## config.mk

```make
export PLATFORM = sky130hd
export DESIGN_NAME = execute_unit_flat
export DESIGN_NICKNAME = d
export VERILOG_FILES = /design/src/hdl/mips_pkg.sv /design/src/hdl/ex_mem_if.sv /design/src/hdl/ex_ctrl_if.sv /design/src/hdl/execute_unit.sv /design/src/flat_wrapper.sv
export VERILOG_INCLUDE_DIRS = /design/src /design/src/hdl
export SDC_FILE = /design/constraint.sdc
export NUM_CORES = 1
export LEC_CHECK = 0
export BUFFER_PORTS_ARGS = -buffer_cell sky130_fd_sc_hd__buf_2
export CORE_UTILIZATION = 60
export DETAILED_ROUTE_END_ITERATION = 8
export PLACE_DENSITY = 0.87
export SLEW_MARGIN = 0
export SYNTH_ARGS = -nofsm -noshare
export SYNTH_HDL_FRONTEND = slang
export SYNTH_SLANG_ARGS = --single-unit
```

## constraint.sdc

```tcl
create_clock -name SYS_clk -period 11.23 [get_ports SYS_clk]
set_clock_uncertainty 0.2 [all_clocks]
set_input_delay 1.123 -clock SYS_clk [delete_from_list [all_inputs] [get_ports SYS_clk]]
set_output_delay 1.123 -clock SYS_clk [all_outputs]
set_load 0.01 [all_outputs]
```

## src/hdl/mips_defs.svh

```systemverilog
////////////////////////////////////////
// core sizes and the supported encodings
// anything not listed here decodes as nop
////////////////////////////////////////
`ifndef MIPS_DEFS_SVH
`define MIPS_DEFS_SVH

`define MIPS_XLEN       32
`define MIPS_NREGS      32
`define MIPS_IMEM_WORDS 64
`define MIPS_DMEM_WORDS 64

`define MIPS_OP_RTYPE   6'h00
`define MIPS_OP_ADDI    6'h08
`define MIPS_OP_LW      6'h23
`define MIPS_OP_SW      6'h2b

`define MIPS_FN_ADD     6'h20
`define MIPS_FN_SUB     6'h22
`define MIPS_FN_AND     6'h24
`define MIPS_FN_OR      6'h25
`define MIPS_FN_SLT     6'h2a

`endif
```

## src/hdl/mips_pkg.sv

```systemverilog
////////////////////////////////////////
// shared types of the core
// widths come from mips_defs.svh
////////////////////////////////////////
`include "mips_defs.svh"

package mips_pkg;

    typedef logic [`MIPS_XLEN-1:0]               word_t;      // datum or instruction
    typedef logic [$clog2(`MIPS_NREGS)-1:0]      reg_addr_t;
    typedef logic [$clog2(`MIPS_IMEM_WORDS)-1:0] imem_addr_t; // word index, not bytes

    typedef enum logic [2:0]
    {
        alu_add = 3'd0,
        alu_sub = 3'd1,
        alu_and = 3'd2,
        alu_or  = 3'd3,
        alu_slt = 3'd4   // signed compare
    } alu_op_e;

    // operand source in the execute stage
    typedef enum logic [1:0]
    {
        fwd_none     = 2'd0, // value from ID/EX
        fwd_from_mem = 2'd1, // EX/MEM alu result
        fwd_from_wb  = 2'd2  // writeback data
    } fwd_sel_e;

endpackage

```

## src/hdl/ex_mem_if.sv

```systemverilog
////////////////////////////////////////
// EX/MEM pipeline register contents
////////////////////////////////////////
`timescale 1ns/1ns

interface ex_mem_if;

    mips_pkg::word_t     alu_result;  // also the byte address for lw/sw
    mips_pkg::word_t     store_data;
    mips_pkg::reg_addr_t write_reg;
    logic                reg_write;
    logic                mem_read;
    logic                mem_write;
    logic                mem_to_reg;

    modport src
    (
        output alu_result, store_data, write_reg, reg_write, mem_read, mem_write, mem_to_reg
    );

    modport dst
    (
        input alu_result, store_data, write_reg, reg_write, mem_read, mem_write, mem_to_reg
    );

    // forwarding compare only
    modport snoop
    (
        input write_reg, reg_write
    );

endinterface

```

## src/hdl/ex_ctrl_if.sv

```systemverilog
////////////////////////////////////////
// execute-stage control bundle
// fwd selects are combinational
////////////////////////////////////////
`timescale 1ns/1ns

interface ex_ctrl_if;

    mips_pkg::alu_op_e   alu_op;
    logic                alu_src_imm; // b operand is the immediate
    mips_pkg::fwd_sel_e  fwd_a;       // rs source
    mips_pkg::fwd_sel_e  fwd_b;       // rt source
    logic                mem_read;
    logic                mem_write;
    logic                reg_write;
    logic                mem_to_reg;
    mips_pkg::reg_addr_t write_reg;   // rd or rt

    modport ctrl
    (
        output alu_op, alu_src_imm, fwd_a, fwd_b,
        output mem_read, mem_write, reg_write, mem_to_reg, write_reg
    );

    modport exec
    (
        input alu_op, alu_src_imm, fwd_a, fwd_b,
        input mem_read, mem_write, reg_write, mem_to_reg, write_reg
    );

endinterface

```

## src/hdl/execute_unit.sv

```systemverilog
////////////////////////////////////////
// ID/EX operands, forwarding, ALU, EX/MEM
////////////////////////////////////////
`timescale 1ns/1ns
`include "mips_defs.svh"

module execute_unit
(
    input  logic            SYS_clk,
    input  logic            SYS_reset,
    input  mips_pkg::word_t id_instr,
    input  mips_pkg::word_t rs_data,
    input  mips_pkg::word_t rt_data,
    ex_ctrl_if.exec         ctrl,
    ex_mem_if.src           ex_mem,
    input  mips_pkg::word_t wb_write_data
);

    mips_pkg::word_t op_a_q;    // ID/EX rs value
    mips_pkg::word_t op_b_q;    // ID/EX rt value
    mips_pkg::word_t imm_q;
    mips_pkg::word_t op_a;
    mips_pkg::word_t rt_fwd;    // also the store data
    mips_pkg::word_t op_b;
    mips_pkg::word_t alu_result;

    always_ff @(posedge SYS_clk)
    begin
        op_a_q <= rs_data;
        op_b_q <= rt_data;
        imm_q  <= {{(`MIPS_XLEN-16){id_instr[15]}}, id_instr[15:0]};
    end

    function automatic mips_pkg::word_t fwd_mux
    (
        input mips_pkg::fwd_sel_e sel,
        input mips_pkg::word_t    reg_val,
        input mips_pkg::word_t    mem_val,
        input mips_pkg::word_t    wb_val
    );
        case (sel)
            mips_pkg::fwd_from_mem: return mem_val;
            mips_pkg::fwd_from_wb:  return wb_val;
            default:                return reg_val;
        endcase
    endfunction

    assign op_a   = fwd_mux(ctrl.fwd_a, op_a_q, ex_mem.alu_result, wb_write_data);
    assign rt_fwd = fwd_mux(ctrl.fwd_b, op_b_q, ex_mem.alu_result, wb_write_data);
    assign op_b   = ctrl.alu_src_imm ? imm_q : rt_fwd;

    always_comb
    begin
        case (ctrl.alu_op)
            mips_pkg::alu_sub: alu_result = op_a - op_b;
            mips_pkg::alu_and: alu_result = op_a & op_b;
            mips_pkg::alu_or:  alu_result = op_a | op_b;
            mips_pkg::alu_slt: alu_result = mips_pkg::word_t'($signed(op_a) < $signed(op_b));
            default:           alu_result = op_a + op_b; // add, address calc
        endcase
    end

    // EX/MEM
    always_ff @(posedge SYS_clk)
    begin
        ex_mem.alu_result <= alu_result;
        ex_mem.store_data <= rt_fwd;
        ex_mem.write_reg  <= ctrl.write_reg;
        if (SYS_reset)
        begin
            ex_mem.reg_write  <= 1'b0;
            ex_mem.mem_read   <= 1'b0;
            ex_mem.mem_write  <= 1'b0;
            ex_mem.mem_to_reg <= 1'b0;
        end
        else
        begin
            ex_mem.reg_write  <= ctrl.reg_write;
            ex_mem.mem_read   <= ctrl.mem_read;
            ex_mem.mem_write  <= ctrl.mem_write;
            ex_mem.mem_to_reg <= ctrl.mem_to_reg;
        end
    end

endmodule

```

## src/flat_wrapper.sv

```systemverilog
// flat-port wrapper written by rule: the top's interface ports become plain ports
module execute_unit_flat 
  (SYS_clk, SYS_reset, id_instr, rs_data, rt_data, wb_write_data, ctrl_alu_op, ctrl_alu_src_imm, ctrl_fwd_a, ctrl_fwd_b, ctrl_mem_read, ctrl_mem_write, ctrl_reg_write, ctrl_mem_to_reg, ctrl_write_reg, ex_mem_alu_result, ex_mem_store_data, ex_mem_write_reg, ex_mem_reg_write, ex_mem_mem_read, ex_mem_mem_write, ex_mem_mem_to_reg);
  ex_ctrl_if ctrl_i ();
  ex_mem_if ex_mem_i ();
  input  logic SYS_clk;
  input  logic SYS_reset;
  input  mips_pkg::word_t id_instr;
  input  mips_pkg::word_t rs_data;
  input  mips_pkg::word_t rt_data;
  input  mips_pkg::word_t wb_write_data;
  input wire logic [$bits(ctrl_i.alu_op)-1:0] ctrl_alu_op;
  input wire logic [$bits(ctrl_i.alu_src_imm)-1:0] ctrl_alu_src_imm;
  input wire logic [$bits(ctrl_i.fwd_a)-1:0] ctrl_fwd_a;
  input wire logic [$bits(ctrl_i.fwd_b)-1:0] ctrl_fwd_b;
  input wire logic [$bits(ctrl_i.mem_read)-1:0] ctrl_mem_read;
  input wire logic [$bits(ctrl_i.mem_write)-1:0] ctrl_mem_write;
  input wire logic [$bits(ctrl_i.reg_write)-1:0] ctrl_reg_write;
  input wire logic [$bits(ctrl_i.mem_to_reg)-1:0] ctrl_mem_to_reg;
  input wire logic [$bits(ctrl_i.write_reg)-1:0] ctrl_write_reg;
  output wire logic [$bits(ex_mem_i.alu_result)-1:0] ex_mem_alu_result;
  output wire logic [$bits(ex_mem_i.store_data)-1:0] ex_mem_store_data;
  output wire logic [$bits(ex_mem_i.write_reg)-1:0] ex_mem_write_reg;
  output wire logic [$bits(ex_mem_i.reg_write)-1:0] ex_mem_reg_write;
  output wire logic [$bits(ex_mem_i.mem_read)-1:0] ex_mem_mem_read;
  output wire logic [$bits(ex_mem_i.mem_write)-1:0] ex_mem_mem_write;
  output wire logic [$bits(ex_mem_i.mem_to_reg)-1:0] ex_mem_mem_to_reg;
  assign ctrl_i.alu_op = ctrl_alu_op;
  assign ctrl_i.alu_src_imm = ctrl_alu_src_imm;
  assign ctrl_i.fwd_a = ctrl_fwd_a;
  assign ctrl_i.fwd_b = ctrl_fwd_b;
  assign ctrl_i.mem_read = ctrl_mem_read;
  assign ctrl_i.mem_write = ctrl_mem_write;
  assign ctrl_i.reg_write = ctrl_reg_write;
  assign ctrl_i.mem_to_reg = ctrl_mem_to_reg;
  assign ctrl_i.write_reg = ctrl_write_reg;
  assign ex_mem_alu_result = ex_mem_i.alu_result;
  assign ex_mem_store_data = ex_mem_i.store_data;
  assign ex_mem_write_reg = ex_mem_i.write_reg;
  assign ex_mem_reg_write = ex_mem_i.reg_write;
  assign ex_mem_mem_read = ex_mem_i.mem_read;
  assign ex_mem_mem_write = ex_mem_i.mem_write;
  assign ex_mem_mem_to_reg = ex_mem_i.mem_to_reg;
  execute_unit u_core (.SYS_clk(SYS_clk), .SYS_reset(SYS_reset), .id_instr(id_instr), .rs_data(rs_data), .rt_data(rt_data), .ctrl(ctrl_i), .ex_mem(ex_mem_i), .wb_write_data(wb_write_data));
endmodule
```

==> impl_metrics.toml <==
[critical_path]
cp-start-kind = "input port"
path_class = "in2reg"
critPathTopFamily = "compound AO/OA/AOI/OAI gates"
crit_path_end = "u_core.ex_mem.alu_result[28]"
critPathCaptureType = "flop"
worst_ep_required_time_ns = 11.37
cp.depth = 18
crit_buf_inv = 2
max_stage_delay_ns = 0.77
r2r_slack_ns = 6.68
cp_slowest_cell = "ha_2"
reg2reg_depth = 15
rr_endpoint = "u_core.ex_mem.alu_result[28]"
crit_chain = "buf_2 -> inv_1 -> ha_2 -> a22oi_1 -> nor2_1 -> a21oi_1 -> o21ai_0 -> ha_1 -> nand2b_1 -> a211oi_1 -> o22ai_1 -> o21a_1 -> o31a_1 -> o41ai_2 -> a21o_2 -> a21boi_0 -> mux2_4 -> o22ai_1"
crit_path_frequent_cell = "o22ai_1"
r2r-start = "u_core.ex_mem.alu_result[4]"
crit_path_start = "ctrl_fwd_b[0]"
cp_max_fo = 32
cp.arrival_ns = 6.18

[cts]
cts-root-buf = "clkbuf_16"
cts_buffer_depth = 2
postCtsSetupBuffers = 0
clk_pin_slew_ns = 0.07
cts_tree = "done"
ctsResizeCount = 0
h-tree-depth = 4
worstSkewPairLatency_ns = 0.45
cts_made_buffers = 17
postCtsHoldBufs = 0
cts.sinks = 153

[grt]
gr-total-overflow = 0
grt_antenna_before_repair = 0
grt_max_degree = 65
grt_pass1_vias = 9067
grt_use_total_pct = 36.2
grt_first_pass_wirelength_mm = 46.5

[timing]
fin_crit_ns = 6.04
grt_setup_unrepaired = "no"
fmax_mhz = 166
period_share_pct = 53.8
setup_slack_ns = 5.19
hold_viol = 0
hold-worst-slack_ns = 0.243
finalSetupViolations = 0
final.setup.tns_ns = 0
tightest_slew_ns = 1.09
max_slew_margin_pct = 27.2
slew_violations = 0

[floorplan]
die_w_um = 129
ios = 220
coreArea_um2 = 15800
rows = 46
floorplan.die_area_um2 = 16700
initial_core_util_pct = 61.4
dieHeight_um = 129

[final_layout]
antennaDiodeCount = 0
final_core_util_pct = 72.1
syn_to_final_growth_pct = 17.4
drive_gt1_share_pct = 19.6
final_nets = 1642
layout.cells.non_filler = 1621

[placement]
place_hpwl_mm = 20.7
dp_cells = 1589
routabilityCongestion = 0.939
pre_cts_ws_ns = 5.02
numPortBuffers = 203

[run]
maxCapViolCount = 0

[routing]
ant_nets = 0
wl_per_cell_um = 18.6
drt_iter0_drc = 957
dr_total_vias = 9831
drt-vias-per-instance = 6.06
routed_wl_mm = 30.1
firstDrtPassIters = 6
drc_errors = 0

[min_path]
hold_path.class = "reg2reg"
hold_path_depth = 2

[logic_synthesis]
syn_nets = 1487
yosys.area_share.simple_pct = 14.4
synth_area_leader_cell = "dfxtp_1"
yosys.area_share.adder_pct = 13.5
synth_cell_types = 75
async_flop_share_pct = 0
synth_compound_area_share_pct = 30.9
synthTopCellsByArea = "dfxtp_1 32%, ha_1 13%, a21oi_1 6.2%"
synth_top_family_by_area = "compound AO/OA/AOI/OAI gates"
synth_seq_cells = 153
synth_top_area_share_pct = 31.5
synth-edff-count = 0
yosysWarnings = 0
netlist_area_um2 = 9720
yosysSeqAreaShare_pct = 31.5
synthFlopType = "dfxtp_1"
synth_xor_area_share_pct = 0.811
syn_area_per_cell_um2 = 7.86
synthMuxAreaShare_pct = 0.373
postSynthCellCount = 1237

[pwr]
sw_frac_of_total_pct = 38.1
p_comb_share_pct = 37.6
p_per_area_nw_per_um2 = 176
p_leak_nw = 5.49
power_switching_w = 0.000763
vdd_drop_max_uv = 129
p_clk_share_pct = 29.7
p_int_w = 0.00124
p_seq_share_pct = 32.7

[outcome]
outcome = "complete, no violations"
==> cells by family (layout without fill, tap and decap cells) <==
group,count (synthesis),count (layout)
compound gates,451,451
xor+xnor,9,9
fa+ha+maj,104,104
buf+inv,213,381
flops,153,153
mux,3,3
simple gates,304,304
==> worst min-delay path, stage by stage, from the launching register on <==
cell,delay [ns]
dfxtp_1,0.31
a21oi_1,0.07
inv_1,0.05
==> power by group through the flow <==
stage	sequential [W]	clock (W)	combinational, W
3_5_place_dp	0.000666	0	0.000729
6_report	0.000656	0.000597	0.000754
5_1_grt	0.000662	0.000616	0.000826
3_3_place_gp	0.000664	0	0.000714
2_1_floorplan	0.000689	0	0.000485
4_1_cts	0.000655	0.000595	0.000738
==> cells in the final DEF (no fill, tap or decap), types with 3 or more instances in the layout <==
cell type,count
o2111ai_1,3
o221ai_1,12
inv_1,136
a211oi_1,8
clkbuf_16,17
ha_1,100
or2_2,3
o21ai_0,82
a221oi_1,11
xnor2_1,5
o21a_1,36
nand4_1,4
buf_2,203
o211ai_1,7
inv_8,3
o31a_1,3
o31ai_1,9
a21oi_1,120
and3_1,3
nor2b_1,17
nand3_1,11
o21bai_1,14
nand2_1,88
nand2b_1,14
a22oi_1,67
o221a_2,3
and2_1,4
or3_1,7
nor3_1,18
a311oi_1,3
nor2_1,121
a31oi_1,10
inv_6,3
dfxtp_1,153
a21o_1,12
buf_4,9
o22ai_1,18
clkinv_4,3
a221o_1,3
==> final cells by class <==
| class | count | area, um^2 |
|---|---|---|
| Clock buffer | 19 | 443 |
| Clock inverter | 13 | 159 |
| Fill cell | 1231 | 4420 |
| Inverter | 137 | 514 |
| Multi-Input combinational cell | 871 | 5870 |
| Sequential cell | 153 | 3060 |
| Tap cell | 216 | 270 |
| Timing Repair Buffer | 212 | 1080 |
==> routing by layer <==
layer  track usage (%)  vias to the layer above  part of all wire (%)
met5                 0                        -                     0
met2              58.3                      550                    46
met3              8.18                       61                    11
li1                  -                     4643                     -
met4              13.6                        0                   2.1
met1              47.1                     4577                    42
==> Yosys cell counts (14+ instances only) <==
library cell / count
o21a_1: 36
dfxtp_1: 153
inv_1: 136
nand2b_1: 14
nor2_1: 122
a22oi_1: 67
nor2b_1: 17
o22ai_1: 18
nor3_1: 18
ha_1: 101
o21bai_1: 14
nand2_1: 88
clkbuf_1: 49
a21oi_1: 120
o21ai_0: 82
buf_2: 14
==> metrics by stage <==
stage | power, W | instance area (um^2)
2_1_floorplan | 0.00117 | 9720
6_report | 0.00201 | 11400
3_5_place_dp | 0.00139 | 10800
5_1_grt | 0.00210 | 11400
4_1_cts | 0.00199 | 11400
3_3_place_gp | 0.00138 | 10800
==> worst min path at each step <==
stage | start | end | slack (ns)
2_1_floorplan | u_core.op_b_q[10] | u_core.ex_mem.store_data[10] | 0.21
5_1_grt | u_core.op_b_q[10] | u_core.ex_mem.store_data[10] | 0.27
3_3_place_gp | u_core.op_b_q[6] | u_core.ex_mem.store_data[6] | 0.22
6_report | u_core.op_b_q[10] | u_core.ex_mem.store_data[10] | 0.24
4_1_cts | u_core.op_b_q[10] | u_core.ex_mem.store_data[10] | 0.24
3_5_place_dp | u_core.op_b_q[20] | u_core.ex_mem.store_data[20] | 0.23
No activity file was read; power rests on OpenSTA's default activity.
